==> config.mk <==
export PLATFORM = sky130hd
export DESIGN_NAME = mem_control
export DESIGN_NICKNAME = d
export VERILOG_FILES = /design/src/mem_pkg.sv /design/src/mem_control.sv
export VERILOG_INCLUDE_DIRS = /design/src /design/src/src
export SDC_FILE = /design/constraint.sdc
export NUM_CORES = 1
export LEC_CHECK = 0
export BUFFER_PORTS_ARGS = -buffer_cell sky130_fd_sc_hd__buf_2
export CAP_MARGIN = 30
export CORE_AREA = 2 2 52 54
export DETAILED_ROUTE_END_ITERATION = 7
export DIE_AREA = 0 0 54 56
export PLACE_DENSITY = 0.74
export SLEW_MARGIN = 40
export SYNTH_ARGS = -nofsm -noshare
export SYNTH_HDL_FRONTEND = slang
export SYNTH_SLANG_ARGS = --single-unit
==> constraint.sdc <==
create_clock -name vclk -period 0.89
set_input_delay 0.0445 -clock vclk [all_inputs]
set_output_delay 0.0445 -clock vclk [all_outputs]
set_load 0.02 [all_outputs]
==> src/riscv_defines.svh <==
`ifndef RISCV_DEFINES_SVH
`define RISCV_DEFINES_SVH

// Top address nibble decode on addr[31:28]
`define ADDR_IO   4'b1000
`define ADDR_BIOS 4'b0100

// Data memory answers to both 0001 and 0011
`define ADDR_DMEM 4'b00?1

// Data memory geometry in 32-bit words
`define DMEM_DEPTH     1024
`define DMEM_ADDR_BITS 10

// Low address bits used to pick an I/O register
`define IO_OFS_BITS 8

// I/O register byte offsets
`define IO_LED_OFS   8'h00
`define IO_STCNT_OFS 8'h04

`endif

==> src/mem_pkg.sv <==
package mem_pkg;

    // Major opcode from inst[6:2]
    typedef enum logic [4:0] {
        OPC_LOAD      = 5'b00000,
        OPC_ARI_ITYPE = 5'b00100,
        OPC_AUIPC     = 5'b00101,
        OPC_STORE     = 5'b01000,
        OPC_ARI_RTYPE = 5'b01100,
        OPC_LUI       = 5'b01101,
        OPC_BRANCH    = 5'b11000,
        OPC_JALR      = 5'b11001,
        OPC_JAL       = 5'b11011
    } opcode_e;

    // Load and store widths share the same codes
    typedef enum logic [2:0] {
        FNC_B  = 3'b000,
        FNC_H  = 3'b001,
        FNC_W  = 3'b010,
        FNC_BU = 3'b100,
        FNC_HU = 3'b101
    } funct3_e;

    typedef enum logic [1:0] {
        SIZE_BYTE  = 2'd0,
        SIZE_HALF  = 2'd1,
        SIZE_WORD  = 2'd2,
        SIZE_UNDEF = 2'd3
    } mem_size_e;

    typedef enum logic {
        DIN_RD2   = 1'b0,
        DIN_WDATA = 1'b1
    } din_sel_e;

    typedef enum logic [1:0] {
        SRC_NONE = 2'd0,
        SRC_DMEM = 2'd1,
        SRC_BIOS = 2'd2,
        SRC_IO   = 2'd3
    } load_src_e;

    typedef struct packed {
        din_sel_e  din_sel;
        mem_size_e size;
        logic      br_inst;
        logic      imem_en;
        logic      dmem_en;
        logic      bios_en;
        logic      io_en;
        logic      is_load;
    } mem_ctrl_t;

    typedef struct packed {
        logic [3:0]  wmask;
        logic [31:0] wdata;
        logic [31:0] addr;
    } mem_req_t;

endpackage

==> src/mem_control.sv <==
`include "riscv_defines.svh"

module mem_control import mem_pkg::*; (
    input  logic [31:0] pc,
    input  logic [31:0] addr,
    input  logic [31:0] inst,
    input  logic [31:0] wb_inst,
    output mem_ctrl_t   ctrl
);

    opcode_e    opcode;
    opcode_e    wb_opcode;
    logic [2:0] funct3;
    funct3_e    st_fn;
    logic [4:0] rs2;
    logic [4:0] wb_rd;
    logic       wb_has_rd;

    assign opcode    = opcode_e'(inst[6:2]);
    assign wb_opcode = opcode_e'(wb_inst[6:2]);
    assign funct3    = inst[14:12];
    assign st_fn     = funct3_e'(inst[14:12]);
    assign rs2       = inst[24:20];
    assign wb_rd     = wb_inst[11:7];

    // Stores and branches in write-back never update rd
    assign wb_has_rd = (wb_opcode != OPC_STORE) && (wb_opcode != OPC_BRANCH);

    always_comb begin
        ctrl.din_sel = DIN_RD2;
        ctrl.size    = SIZE_UNDEF;
        ctrl.br_inst = 1'b0;
        ctrl.imem_en = 1'b0;
        ctrl.dmem_en = 1'b0;
        ctrl.bios_en = 1'b0;
        ctrl.io_en   = 1'b0;
        ctrl.is_load = 1'b0;

        case (opcode)
            OPC_LOAD: begin
                ctrl.is_load = 1'b1;
                casez (addr[31:28])
                    `ADDR_IO:   ctrl.io_en = 1'b1;
                    `ADDR_BIOS: ctrl.bios_en = 1'b1;
                    `ADDR_DMEM: ctrl.dmem_en = 1'b1;
                    default:    ;
                endcase
            end
            OPC_STORE: begin
                // I/O wins over the imem window selected by pc[30]
                if (addr[31:28] == `ADDR_IO) begin
                    ctrl.io_en = 1'b1;
                end else if (pc[30]) begin
                    ctrl.imem_en = 1'b1;
                end else begin
                    ctrl.dmem_en = 1'b1;
                end

                if (wb_has_rd && (rs2 == wb_rd)) begin
                    ctrl.din_sel = DIN_WDATA;
                end

                case (st_fn)
                    FNC_B:   ctrl.size = SIZE_BYTE;
                    FNC_H:   ctrl.size = SIZE_HALF;
                    FNC_W:   ctrl.size = SIZE_WORD;
                    default: ctrl.size = SIZE_UNDEF;
                endcase
            end
            OPC_BRANCH: begin
                // BEQ BNE BLT BGE BLTU BGEU
                case (funct3)
                    3'b000, 3'b001, 3'b100, 3'b101, 3'b110, 3'b111: ctrl.br_inst = 1'b1;
                    default: ;
                endcase
            end
            default: ;
        endcase
    end

endmodule

Word-level counts from Yosys, hierarchy flattened

Index checks and enable logic that the tools add are counted.

Logic and storage cells: 36
Output and inout bits: 9
Bits in registers: 0
Bits of input ports: 128

Mux-type cells: 16
Equal/unequal tests: 14
Reduce and logical (&&, ||, !) cells: 6

Operators by type and width:

| operator                                               | number |
|---|---|
| == test 3 bit (second input constant)                  | 4 |
| two-way mux 1 bit                                      | 12 |
| == test 3 x 1 -> 1 bit (second input constant)         | 2 |
| one-hot mux 2 bit (3 select lines)                     | 1 |
| OR reduction 6 bit                                     | 1 |
| == test 5 x 4 -> 1 bit (second input constant)         | 1 |
| == test 5 bit                                          | 1 |
| == test 5 bit (second input constant)                  | 1 |
| zero test 5 bit                                        | 1 |
| inequality test 5 x 4 -> 1 bit (second input constant) | 1 |
| inequality test 5 bit (second input constant)          | 1 |
| == test 4 x 3 -> 1 bit (second input constant)         | 1 |
| == test 4 bit (second input constant)                  | 1 |
| == test 3 x 2 -> 1 bit (second input constant)         | 1 |
| zero test 3 bit                                        | 1 |
| two-way mux 3 bit                                      | 1 |
| logical AND 1 bit                                      | 2 |
| two-way mux 2 bit                                      | 1 |
| one-hot mux 1 bit (2 select lines)                     | 1 |
| OR reduction 2 bit                                     | 1 |

Depth between registers and ports, before layout

Gate-level depths: netlist of run 1.

Depth after elaboration: 5
Mapped depth: 3
Depth with buffers taken out: 3

Worst setup path before layout of run 1

OpenSTA, ideal clock, no wires.

Path type: input port to output port
Start point: input inst[3]
End point: output ctrl[8] in the netlist's numbering
Buffers on the path: 0
Cell stages on the path: 3
Data required time: 0.845 ns
Setup slack: -0.331 ns
Arrival: 1.177 ns
Cell sequence: nor4_4 nand2_2 nor4_1

RTL lines:

| element     | line             | text |
|---|---|---|
| from (decl) | mem_control.sv:6 | `input logic [31:0] inst,` |
| to (decl)   | mem_control.sv:8 | `output mem_ctrl_t ctrl` |

==> results.tsv, run 1 <==
stage	metric	value	unit
timing	Final setup viols	8	
drt	first-iteration detailed-routing DRC count	1	
drt	routed len/inst	11.2	um
die	die outline height	56	um
place	I/O Buffers	36	
worst_setup_path	critical path data arrival time	1110	ps
worst_setup_path	Worst Setup Path Type	primary input to primary output	
run_status	violated checks	setup timing	
logic_synthesis	Yosys top cell area share	0.176	
worst_setup_path	CP Data Required Time	850	ps
die	area of the die	3020	sq um
logic_synthesis	Yosys warnings	0	
hold_path	worst hold path type	primary input to primary output	
layout	Storage cell area	0	sq um
logic_synthesis	Net Count, Synth	154	
drt	Vias per Instance	3.70	
timing	Period minus WS final	1150	ps
layout	fraction of final layout cells with drive strength greater than 1	0.771	
power	areal power density over the cells	309	nW/um^2
die	CORE AREA	2430	sq um
timing	final critical-path setup slack	-260	ps
die	initial core utilization	0.0818	
power	Total Power	0.168	mW
power	leakage component of the power	0.250	nW
place	placed cells	99	
layout	FFs & Latches	0	
power	IR drop worst, VDD	0.0756	mV
logic_synthesis	multiplexer share of the synthesized area	0	
logic_synthesis	complex-gate fraction of the synthesized area	0.0881	
timing	worst-margin pin slew	464	ps
logic_synthesis	Synth Area in XOR/XNOR	0.220	
logic_synthesis	cells taking the most area after synthesis	sky130_fd_sc_hd__xnor2_1 18%, sky130_fd_sc_hd__nor4_4 11%, sky130_fd_sc_hd__nor4b_1 8.8%, sky130_fd_sc_hd__nor4_1 6.3%, sky130_fd_sc_hd__or3_1 6.3%	
global_route	first-pass GRT wire length	1.66	mm
layout	post-route non-filler standard cell count	100	
worst_setup_path	kind of launch point of the worst setup path	primary input	
drt	via count	370	
logic_synthesis	synthesized area per cell	7.65	sq um
die	Die Span X	54	um
logic_synthesis	dominant cell type by area after synthesis	sky130_fd_sc_hd__xnor2_1	
run	max-capacitance violation count	0	
timing	relative max-transition margin	0.686	
run_status	result of the run	complete, but fails checks	
layout	Fillers	280	
global_route	number of global-route vias before repair	341	
drt	Remaining DRCs	0	
logic_synthesis	dominant combinational cell family by area after synthesis	simple AND/OR/NAND/NOR gates	
drt	total wirelength of the detailed-routed design	1.12	mm
logic_synthesis	post-synthesis simple-gate area fraction	0.692	
layout	Post-layout nets	200	
timing	Period Utilization, post-route	1.29	
place	Worst Setup Slack post-DPL	-304	ps
global_route	total global-route track usage	0.0717	
global_route	antenna violations before repair	1	
drt	detailed-router iteration count before antenna repair	2	
timing	Max Freq	0.869	GHz
logic_synthesis	post-synthesis instance total	26	
timing	number of hold-slack violations in the final timing report	0	
timing	RSZ-0062 raised after global routing	true	
worst_setup_path	Worst Setup End Kind	primary output	
logic_synthesis	post-synthesis cell area	199	sq um
layout	final core occ	0.223	
die	count of standard-cell rows	18	
logic_synthesis	adder and majority gate portion of the synthesized area	0	
layout	commonest non-fill, non-tap cells in the layout	28 x sky130_fd_sc_hd__buf_2, 11 x sky130_fd_sc_hd__buf_4, 4 x sky130_fd_sc_hd__xnor2_1, 4 x sky130_fd_sc_hd__buf_6	
clock_network	number of buffers inserted by hold repair at cts	0	
global_route	maximum number of pins on one net before global-route repair	7	
drt	ANT nets after route	0	
logic_synthesis	number of distinct library cell variants in the gate-level netlist after synthesis	19	
layout	area overhead of the layout relative to synthesis	173	%
layout	leading cell type in the layout, fill and taps excluded	sky130_fd_sc_hd__buf_2	
worst_setup_path	CP Max Fanout	3	
timing	final-report max-slew violation count	0	
place	Routability Congestion	0.866	
layout	number of clock buffers in the layout	0	
logic_synthesis	share of the yosys chip area belonging to registers	0	
timing	worst hold margin	350	ps
layout	Antenna Diode Count	0	
die	number of top-level pins	137	
global_route	total congestion overflow after global routing	0	
## cell type report
type                            count  area [sq um]  area share
Timing Repair Buffer               44           283       0.521
Tap cell                           30          37.5      0.0691
Multi-Input combinational cell     26           223       0.410
## path summary, 6_finish.rpt
check	from	to	slack, ps	cells after the start
max	inst[2]	ctrl[2]	-260	6
min	inst[2]	ctrl[5]	350	3
## timing repair
item                                    CTS  global route
endpoints found under the setup margin    8             8
pin swaps                                 3             1
resized for setup                         9             4
setup buffers                             0             1
## critical path, stage by stage
cell                      delay, ps
sky130_fd_sc_hd__buf_8          100
sky130_fd_sc_hd__nor4_4         310
sky130_fd_sc_hd__buf_4          160
sky130_fd_sc_hd__and2b_2        150
sky130_fd_sc_hd__and4b_2        220
sky130_fd_sc_hd__buf_6          110
## power by group
| group | switching [mW] | internal, mW | total, mW |
|---|---|---|---|
| clock | 0 | 0 | 0 |
| sequential | 0 | 0 | 0 |
| combinational | 0.0683 | 0.0996 | 0.168 |
| total | 0.0683 | 0.0996 | 0.168 |
## per-layer routing
layer / part of all wire / up-vias / global-route usage
met5: 0.014 / - / 0
met4: 0 / 2 / 0
met3: 0.17 / 2 / 0.0457
met2: 0.44 / 21 / 0.108
met1: 0.37 / 156 / 0.0913
li1: - / 189 / -
## synthesized netlist by cell type
master and n:
sky130_fd_sc_hd__nand2b_1 1, sky130_fd_sc_hd__nand3_1 1, sky130_fd_sc_hd__and2_2 1, sky130_fd_sc_hd__nand2_2 1, sky130_fd_sc_hd__or3b_2 1, sky130_fd_sc_hd__xor2_1 1, sky130_fd_sc_hd__and2b_2 1, sky130_fd_sc_hd__a21oi_1 1
sky130_fd_sc_hd__or3_1 2, sky130_fd_sc_hd__nor4b_1 2, sky130_fd_sc_hd__nor3b_1 1, sky130_fd_sc_hd__nand4_1 1, sky130_fd_sc_hd__nor4_4 1, sky130_fd_sc_hd__o21ai_0 1, sky130_fd_sc_hd__nor2_1 2, sky130_fd_sc_hd__and4b_1 1
sky130_fd_sc_hd__xnor2_1 4, sky130_fd_sc_hd__a211oi_1 1, sky130_fd_sc_hd__nor4_1 2
## cells by family after synthesis
group                     after synthesis
xor gates and xnor gates                5
AOI/OAI and AO/OA                       3
and+or+nand+nor                        18
## metrics by stage
stage,area [sq um],setup TNS (ps)
2_1_floorplan,216,-242
3_3_place_gp,487,-1770
3_5_place_dp,487,-1740
4_1_cts,523,-1320
5_1_grt,543,-1860
6_report,543,-1240
No activity file was read; power rests on OpenSTA's default activity.
==> run 2, diff against run 1 <==
Settings changed: ABC_AREA from default to 1, PLACE_DENSITY 0.74 to 0.77.
==> results.tsv, run 2 <==
stage	metric	value	unit	change
power	proportion of power drawn by the clock network	0		about the same
power	part of the power in registers	0		about the same
global_route	maximum number of pins on one net before global-route repair	5		was 7
drt	detailed-router iteration count before antenna repair	2		unchanged
logic_synthesis	number of distinct library cell variants in the gate-level netlist after synthesis	9		was 19
logic_synthesis	top post-synthesis cells by count	23 x sky130_fd_sc_hd__nand2_1, 15 x sky130_fd_sc_hd__nor2_1, 14 x sky130_fd_sc_hd__inv_1		was 4 x sky130_fd_sc_hd__xnor2_1, 2 x sky130_fd_sc_hd__nor2_1, 2 x sky130_fd_sc_hd__nor4_1, 2 x sky130_fd_sc_hd__nor4b_1, 2 x sky130_fd_sc_hd__or3_1
layout	fraction of final layout cells with drive strength greater than 1	0.514		was 0.771
die	CORE AREA	2430	sq um	unchanged
die	count of standard-cell rows	18		unchanged
layout	FFs & Latches	0		unchanged
die	Die Span X	54	um	unchanged
global_route	first-pass GRT wire length	1.72	mm	was 1.66 mm
power	switching pwr	0.0923	mW	was 0.0683 mW
worst_setup_path	CP dominant cell by count	sky130_fd_sc_hd__nor2_2		
layout	Non-Filler Cell Area, Final	618	sq um	was 543 sq um
die	area of the die	3020	sq um	unchanged
layout	final core occ	0.254		was 0.223
logic_synthesis	post-synthesis instance total	65		was 26
hold_path	worst hold path type	primary input to primary output		unchanged
logic_synthesis	complex-gate fraction of the synthesized area	0.0364		was 0.0881
worst_setup_path	Slowest-stage cell, CP	sky130_fd_sc_hd__or2_4		was sky130_fd_sc_hd__nor4_4
timing	Period minus WS final	873	ps	was 1150 ps
timing	Period Utilization, post-route	0.981		was 1.29
worst_setup_path	critical path data arrival time	830	ps	was 1110 ps
drt	routed len/inst	7.76	um	was 11.2 um
drt	first-iteration detailed-routing DRC count	2		was 1
worst_setup_path	delay of the slowest cell on the worst path	240	ps	was 310 ps
global_route	antenna violations before repair	0		was 1
global_route	number of global-route vias before repair	487		was 341
logic_synthesis	post-synthesis cell area	275	sq um	was 199 sq um
logic_synthesis	top-count cell post-synth	sky130_fd_sc_hd__nand2_1		was sky130_fd_sc_hd__xnor2_1
worst_setup_path	delay-heaviest family, CP	simple AND/OR/NAND/NOR gates		unchanged
drt	ANT nets after route	0		unchanged
global_route	busiest metal layer after global routing	met2		unchanged
power	Int Power	0.103	mW	was 0.0996 mW
timing	number of hold-slack violations in the final timing report	0		unchanged
global_route	total global-route track usage	0.0701		was 0.0717
timing	final-report max-slew violation count	0		unchanged
layout	Storage cell area	0	sq um	unchanged
drt	Vias per Instance	3.68		was 3.70
worst_setup_path	number of buffer and inverter instances along the worst setup path	2		was 3
global_route	GRT met1 Usage	0.0833		was 0.0913
drt	total wirelength of the detailed-routed design	1.05	mm	was 1.12 mm
logic_synthesis	synthesized area per cell	4.23	sq um	was 7.65 sq um
logic_synthesis	adder and majority gate portion of the synthesized area	0		unchanged
timing	Max Freq	1.15	GHz	was 0.869 GHz
layout	commonest non-fill, non-tap cells in the layout	29 x sky130_fd_sc_hd__buf_2, 20 x sky130_fd_sc_hd__nand2_1, 13 x sky130_fd_sc_hd__nor2_1, 13 x sky130_fd_sc_hd__inv_1, 6 x sky130_fd_sc_hd__buf_6		was 28 x sky130_fd_sc_hd__buf_2, 11 x sky130_fd_sc_hd__buf_4, 4 x sky130_fd_sc_hd__xnor2_1, 4 x sky130_fd_sc_hd__buf_6
timing	RSZ-0062 raised after global routing	true		unchanged
logic_synthesis	dominant combinational cell family by area after synthesis	simple AND/OR/NAND/NOR gates		unchanged
timing	worst hold margin	380	ps	was 350 ps
logic_synthesis	share of the yosys chip area belonging to registers	0		unchanged
die	number of top-level pins	137		unchanged
place	detailed-placement wirelength estimate	862	um	
layout	post-route non-filler standard cell count	135		was 100
timing	Final setup viols	0		was 8
run_status	result of the run	completed		was complete, but fails checks
worst_setup_path	crit-path cells	buf_2 > or2_4 > nor2_4 > nor2_2 > nor2_2 > buf_6		was buf_8 > nor4_4 > buf_4 > and2b_2 > and4b_2 > buf_6
logic_synthesis	Yosys top cell area share	0.314		was 0.176
logic_synthesis	Synth Area in XOR/XNOR	0		was 0.220
power	Sw Ratio	0.473		was 0.407
worst_setup_path	Worst Setup End Kind	primary output		unchanged
die	initial core utilization	0.113		was 0.0818
layout	number of clock buffers in the layout	0		unchanged
logic_synthesis	Net Count, Synth	193		was 154
layout	leading cell type in the layout, fill and taps excluded	sky130_fd_sc_hd__buf_2		unchanged
logic_synthesis	post-synthesis simple-gate area fraction	0.773		was 0.692
layout	Post-layout nets	235		was 200
layout	Antenna Diode Count	0		unchanged
place	placed cells	134		was 99
worst_setup_path	CP Data Required Time	850	ps	about the same
worst_setup_path	CP Max Fanout	3		unchanged
logic_synthesis	cells taking the most area after synthesis	sky130_fd_sc_hd__nand2_1 31%, sky130_fd_sc_hd__nor2_1 20%, sky130_fd_sc_hd__inv_1 19%, sky130_fd_sc_hd__nor2_2 9.1%, sky130_fd_sc_hd__nand3_1 5.5%		was sky130_fd_sc_hd__xnor2_1 18%, sky130_fd_sc_hd__nor4_4 11%, sky130_fd_sc_hd__nor4b_1 8.8%, sky130_fd_sc_hd__nor4_1 6.3%, sky130_fd_sc_hd__or3_1 6.3%
worst_setup_path	kind of launch point of the worst setup path	primary input		unchanged
layout	area overhead of the layout relative to synthesis	125	%	was 173%
place	Routability Congestion	0.683		was 0.866
power	combinational cell fraction of total power	1.000		about the same
place	I/O Buffers	36		unchanged
power	leakage component of the power	0.364	nW	was 0.250 nW
timing	worst-margin pin slew	149	ps	was 464 ps
run	max-capacitance violation count	0		unchanged
power	IR drop worst, VDD	0.135	mV	was 0.0756 mV
global_route	fraction of met2 tracks used by global routing	0.132		was 0.108
logic_synthesis	multiplexer share of the synthesized area	0		unchanged
power	areal power density over the cells	315	nW/um^2	was 309 nW/um^2
drt	via count	497		was 370
drt	Remaining DRCs	0		unchanged
global_route	met3 routing resource usage after global routing	0.0134		was 0.0457
global_route	total congestion overflow after global routing	0		unchanged
place	placed instance area	515	sq um	was 487 sq um
die	die outline height	56	um	unchanged
worst_setup_path	Worst Setup Path Type	primary input to primary output		unchanged
logic_synthesis	Yosys warnings	0		unchanged
timing	relative max-transition margin	0.900		was 0.686
logic_synthesis	dominant cell type by area after synthesis	sky130_fd_sc_hd__nand2_1		was sky130_fd_sc_hd__xnor2_1
[run 2: cell count changes in the layout (fill, tap and decap cells not counted), moves of 2 or more]
| cell | delta |
|---|---|
| sky130_fd_sc_hd__buf_6 | +2 |
| sky130_fd_sc_hd__nor2_2 | +3 |
| sky130_fd_sc_hd__nand2_1 | +20 |
| sky130_fd_sc_hd__xnor2_1 | -4 |
| sky130_fd_sc_hd__nor2_4 | +4 |
| sky130_fd_sc_hd__nor2_1 | +11 |
| sky130_fd_sc_hd__buf_4 | -7 |
| sky130_fd_sc_hd__or3_1 | -2 |
| sky130_fd_sc_hd__inv_1 | +13 |
[run 2: per-stage QoR]
stage | TNS, ps | total power, mW | worst slack, ps
after floorplan | 0 | 0.0695 | 39.1
after global placement | -132 | 0.154 | -67.9
after detailed placement | -134 | 0.158 | -61.7
after CTS | -13.3 | 0.166 | -13.3
after global routing | -165 | 0.224 | -42.1
final | 0 | 0.195 | 16.7
[run 2: final cells by class]
class / count / area (sq um)
fillers: 289 / 1810
multi-input cells: 51 / 265
repair buffers: 40 / 258
inverters: 14 / 57.6
well taps: 30 / 37.5
[run 2: tightest hold or removal path, stage by stage]
cell,delay (ps)
sky130_fd_sc_hd__buf_2,90
sky130_fd_sc_hd__a21oi_1,50
sky130_fd_sc_hd__buf_2,150
[run 2: path summary, 6_finish.rpt]
check / depth (start not counted) / endpoint / slack (ps) / from
max: 6 / ctrl[1] / 20 / inst[6]
min: 3 / ctrl[5] / 380 / inst[13]
[run 2: per-layer routing]
| layer | vias up | wire [um] | part of all wire |
|---|---|---|---|
| met2 | 23 | 557 | 0.53 |
| met4 | 0 | 15 | 0.014 |
| li1 | 269 | - | - |
| met3 | 2 | 103 | 0.098 |
| met5 | - | 0 | 0 |
| met1 | 203 | 372 | 0.35 |
[run 2: logic make-up after synthesis]
family                 count (synthesis)
AOI/OAI and AO/OA                      2
buffers and inverters                 14
and+or+nand+nor                       49
[run 2: timing repair]
| action | CTS | global route |
|---|---|---|
| setup buffers | 0 | 1 |
| pin swaps | 3 | 12 |
| hold buffers | 0 | 0 |
| resized for setup | 7 | 19 |
| setup endpoints to repair | 5 | 6 |
[run 2: power groups by stage]
stage,logic (mW),registers [mW],clock network [mW]
final,0.195,0,0
after floorplan,0.0695,0,0
after detailed placement,0.158,0,0
after CTS,0.166,0,0
after global routing,0.224,0,0
after global placement,0.154,0,0
==> run 3, diff against run 2 <==
Settings changed: PLACE_DENSITY 0.77 to 0.71.
==> results.tsv, run 3 (synthesis gave the netlist of run 2 again) <==
stage	metric	value	unit	change
run_status	result of the run	completed		unchanged
timing	relative max-transition margin	0.879		was 0.900
timing	RSZ-0062 raised after global routing	true		unchanged
global_route	number of global-route vias before repair	401		was 487
die	Die Span X	54	um	unchanged
power	areal power density over the cells	296	nW/um^2	was 315 nW/um^2
worst_setup_path	Worst Setup Path Type	primary input to primary output		unchanged
timing	final-report max-slew violation count	0		unchanged
drt	total routed wire length on the met1 layer	396	um	was 372 um
power	part of the power in registers	0		about the same
drt	routed len/inst	6.95	um	was 7.76 um
layout	final core occ	0.241		was 0.254
place	Routability Congestion	0.683		about the same
drt	Detail Route met3 WL	139	um	was 103 um
clock_network	number of buffers inserted by hold repair at cts	0		unchanged
power	IR drop worst, VDD	0.120	mV	was 0.135 mV
drt	uppermost layer routed	met3		was met4
layout	Post-layout nets	234		was 235
timing	Period minus WS final	836	ps	was 873 ps
worst_setup_path	critical path data arrival time	790	ps	was 830 ps
drt	detailed-routed wire length on met2	396	um	was 557 um
layout	area overhead of the layout relative to synthesis	113	%	was 125%
drt	first-iteration detailed-routing DRC count	4		was 2
die	initial core utilization	0.113		unchanged
layout	leading cell type in the layout, fill and taps excluded	sky130_fd_sc_hd__buf_2		unchanged
global_route	antenna violations before repair	0		unchanged
die	number of top-level pins	137		unchanged
power	switching pwr	0.0826	mW	was 0.0923 mW
layout	Storage cell area	0	sq um	unchanged
power	leakage component of the power	0.357	nW	was 0.364 nW
worst_setup_path	kind of launch point of the worst setup path	primary input		unchanged
die	area of the die	3020	sq um	unchanged
timing	setup tns final	0	ps	unchanged
worst_setup_path	CP Max Fanout	3		unchanged
layout	combined area of the multi-input logic cells	248	sq um	was 265 sq um
layout	fraction of final layout cells with drive strength greater than 1	0.481		was 0.514
place	I/O Buffers	36		unchanged
drt	via count	475		was 497
global_route	total global-route track usage	0.0595		was 0.0701
drt	ANT nets after route	0		unchanged
die	die outline height	56	um	unchanged
clock_network	postcts setup bufs	0		unchanged
die	CORE AREA	2430	sq um	unchanged
global_route	total congestion overflow after global routing	0		unchanged
timing	worst-margin pin slew	180	ps	was 149 ps
worst_setup_path	CP Data Required Time	850	ps	about the same
power	Int Power	0.0911	mW	was 0.103 mW
drt	Vias per Instance	3.54		was 3.68
power	proportion of power drawn by the clock network	0		about the same
layout	number of clock buffers in the layout	0		unchanged
layout	Antenna Diode Count	0		unchanged
global_route	maximum number of pins on one net before global-route repair	5		unchanged
run	max-capacitance violation count	0		unchanged
layout	commonest non-fill, non-tap cells in the layout	28 x sky130_fd_sc_hd__buf_2, 20 x sky130_fd_sc_hd__nand2_1, 14 x sky130_fd_sc_hd__nor2_1		was 29 x sky130_fd_sc_hd__buf_2, 20 x sky130_fd_sc_hd__nand2_1, 13 x sky130_fd_sc_hd__nor2_1, 13 x sky130_fd_sc_hd__inv_1, 6 x sky130_fd_sc_hd__buf_6
drt	detailed-router iteration count before antenna repair	4		was 2
timing	Period Utilization, post-route	0.940		was 0.981
timing	Max Freq	1.20	GHz	was 1.15 GHz
place	detailed-placement wirelength estimate	864	um	was 862 um
layout	FFs & Latches	0		unchanged
layout	Fillers	299		was 289
drt	total wirelength of the detailed-routed design	931	um	was 1.05 mm
hold_path	worst hold path type	primary input to primary output		unchanged
power	Sw Ratio	0.476		was 0.473
worst_setup_path	Worst Setup End Kind	primary output		unchanged
timing	number of hold-slack violations in the final timing report	0		unchanged
timing	Final setup viols	0		unchanged
global_route	first-pass GRT wire length	1.46	mm	was 1.72 mm
drt	Remaining DRCs	0		unchanged
die	count of standard-cell rows	18		unchanged
power	combinational cell fraction of total power	1.000		about the same
[run 3: critical path, stage by stage]
cell	delay [ps]
sky130_fd_sc_hd__buf_2	110
sky130_fd_sc_hd__or2_4	250
sky130_fd_sc_hd__nor2_4	110
sky130_fd_sc_hd__nor2_2	40
sky130_fd_sc_hd__nor2_2	110
sky130_fd_sc_hd__buf_6	120
[run 3: metrics by stage]
stage	power [mW]	instance area (sq um)	instances	hold WS [ps]	worst slack (ps)
3_3_place_gp	0.152	515	134	375	-77.8
4_1_cts	0.161	531	134	387	1.85
3_5_place_dp	0.155	515	134	385	-67.1
5_1_grt	0.197	587	134	397	-56.4
6_report	0.174	587	134	366	53.8
2_1_floorplan	0.0695	275	65	178	39.1
[run 3: area by class of cell]
cell class	count	share of cell area
Tap cell	30	0.0640
Inverter	14	0.0896
Timing Repair Buffer	39	0.424
Multi-Input combinational cell	51	0.422
[run 3: per-layer routing]
metal	global-route usage	up-vias
met1	0.0785	183
met3	0.0108	0
met4	0	0
met5	0	-
met2	0.105	24
li1	-	268
[run 3: worst paths after layout]
kind,from,to,cells past startpoint
hold / removal,inst[12],ctrl[6],4
setup / recovery,inst[6],ctrl[1],6
[run 3: power groups by stage]
stage	Sequential, mW	Combinational, mW	Clock [mW]
global route	0	0.197	0
floorplan	0	0.0695	0
global placement	0	0.152	0
CTS	0	0.161	0
finish	0	0.174	0
detailed placement	0	0.155	0
[run 3: repair_timing]
action,4_1_cts,5_1_grt
pin swaps,1,9
resized for setup,4,16
hold endpoints to repair,0,0
setup endpoints to repair,5,6
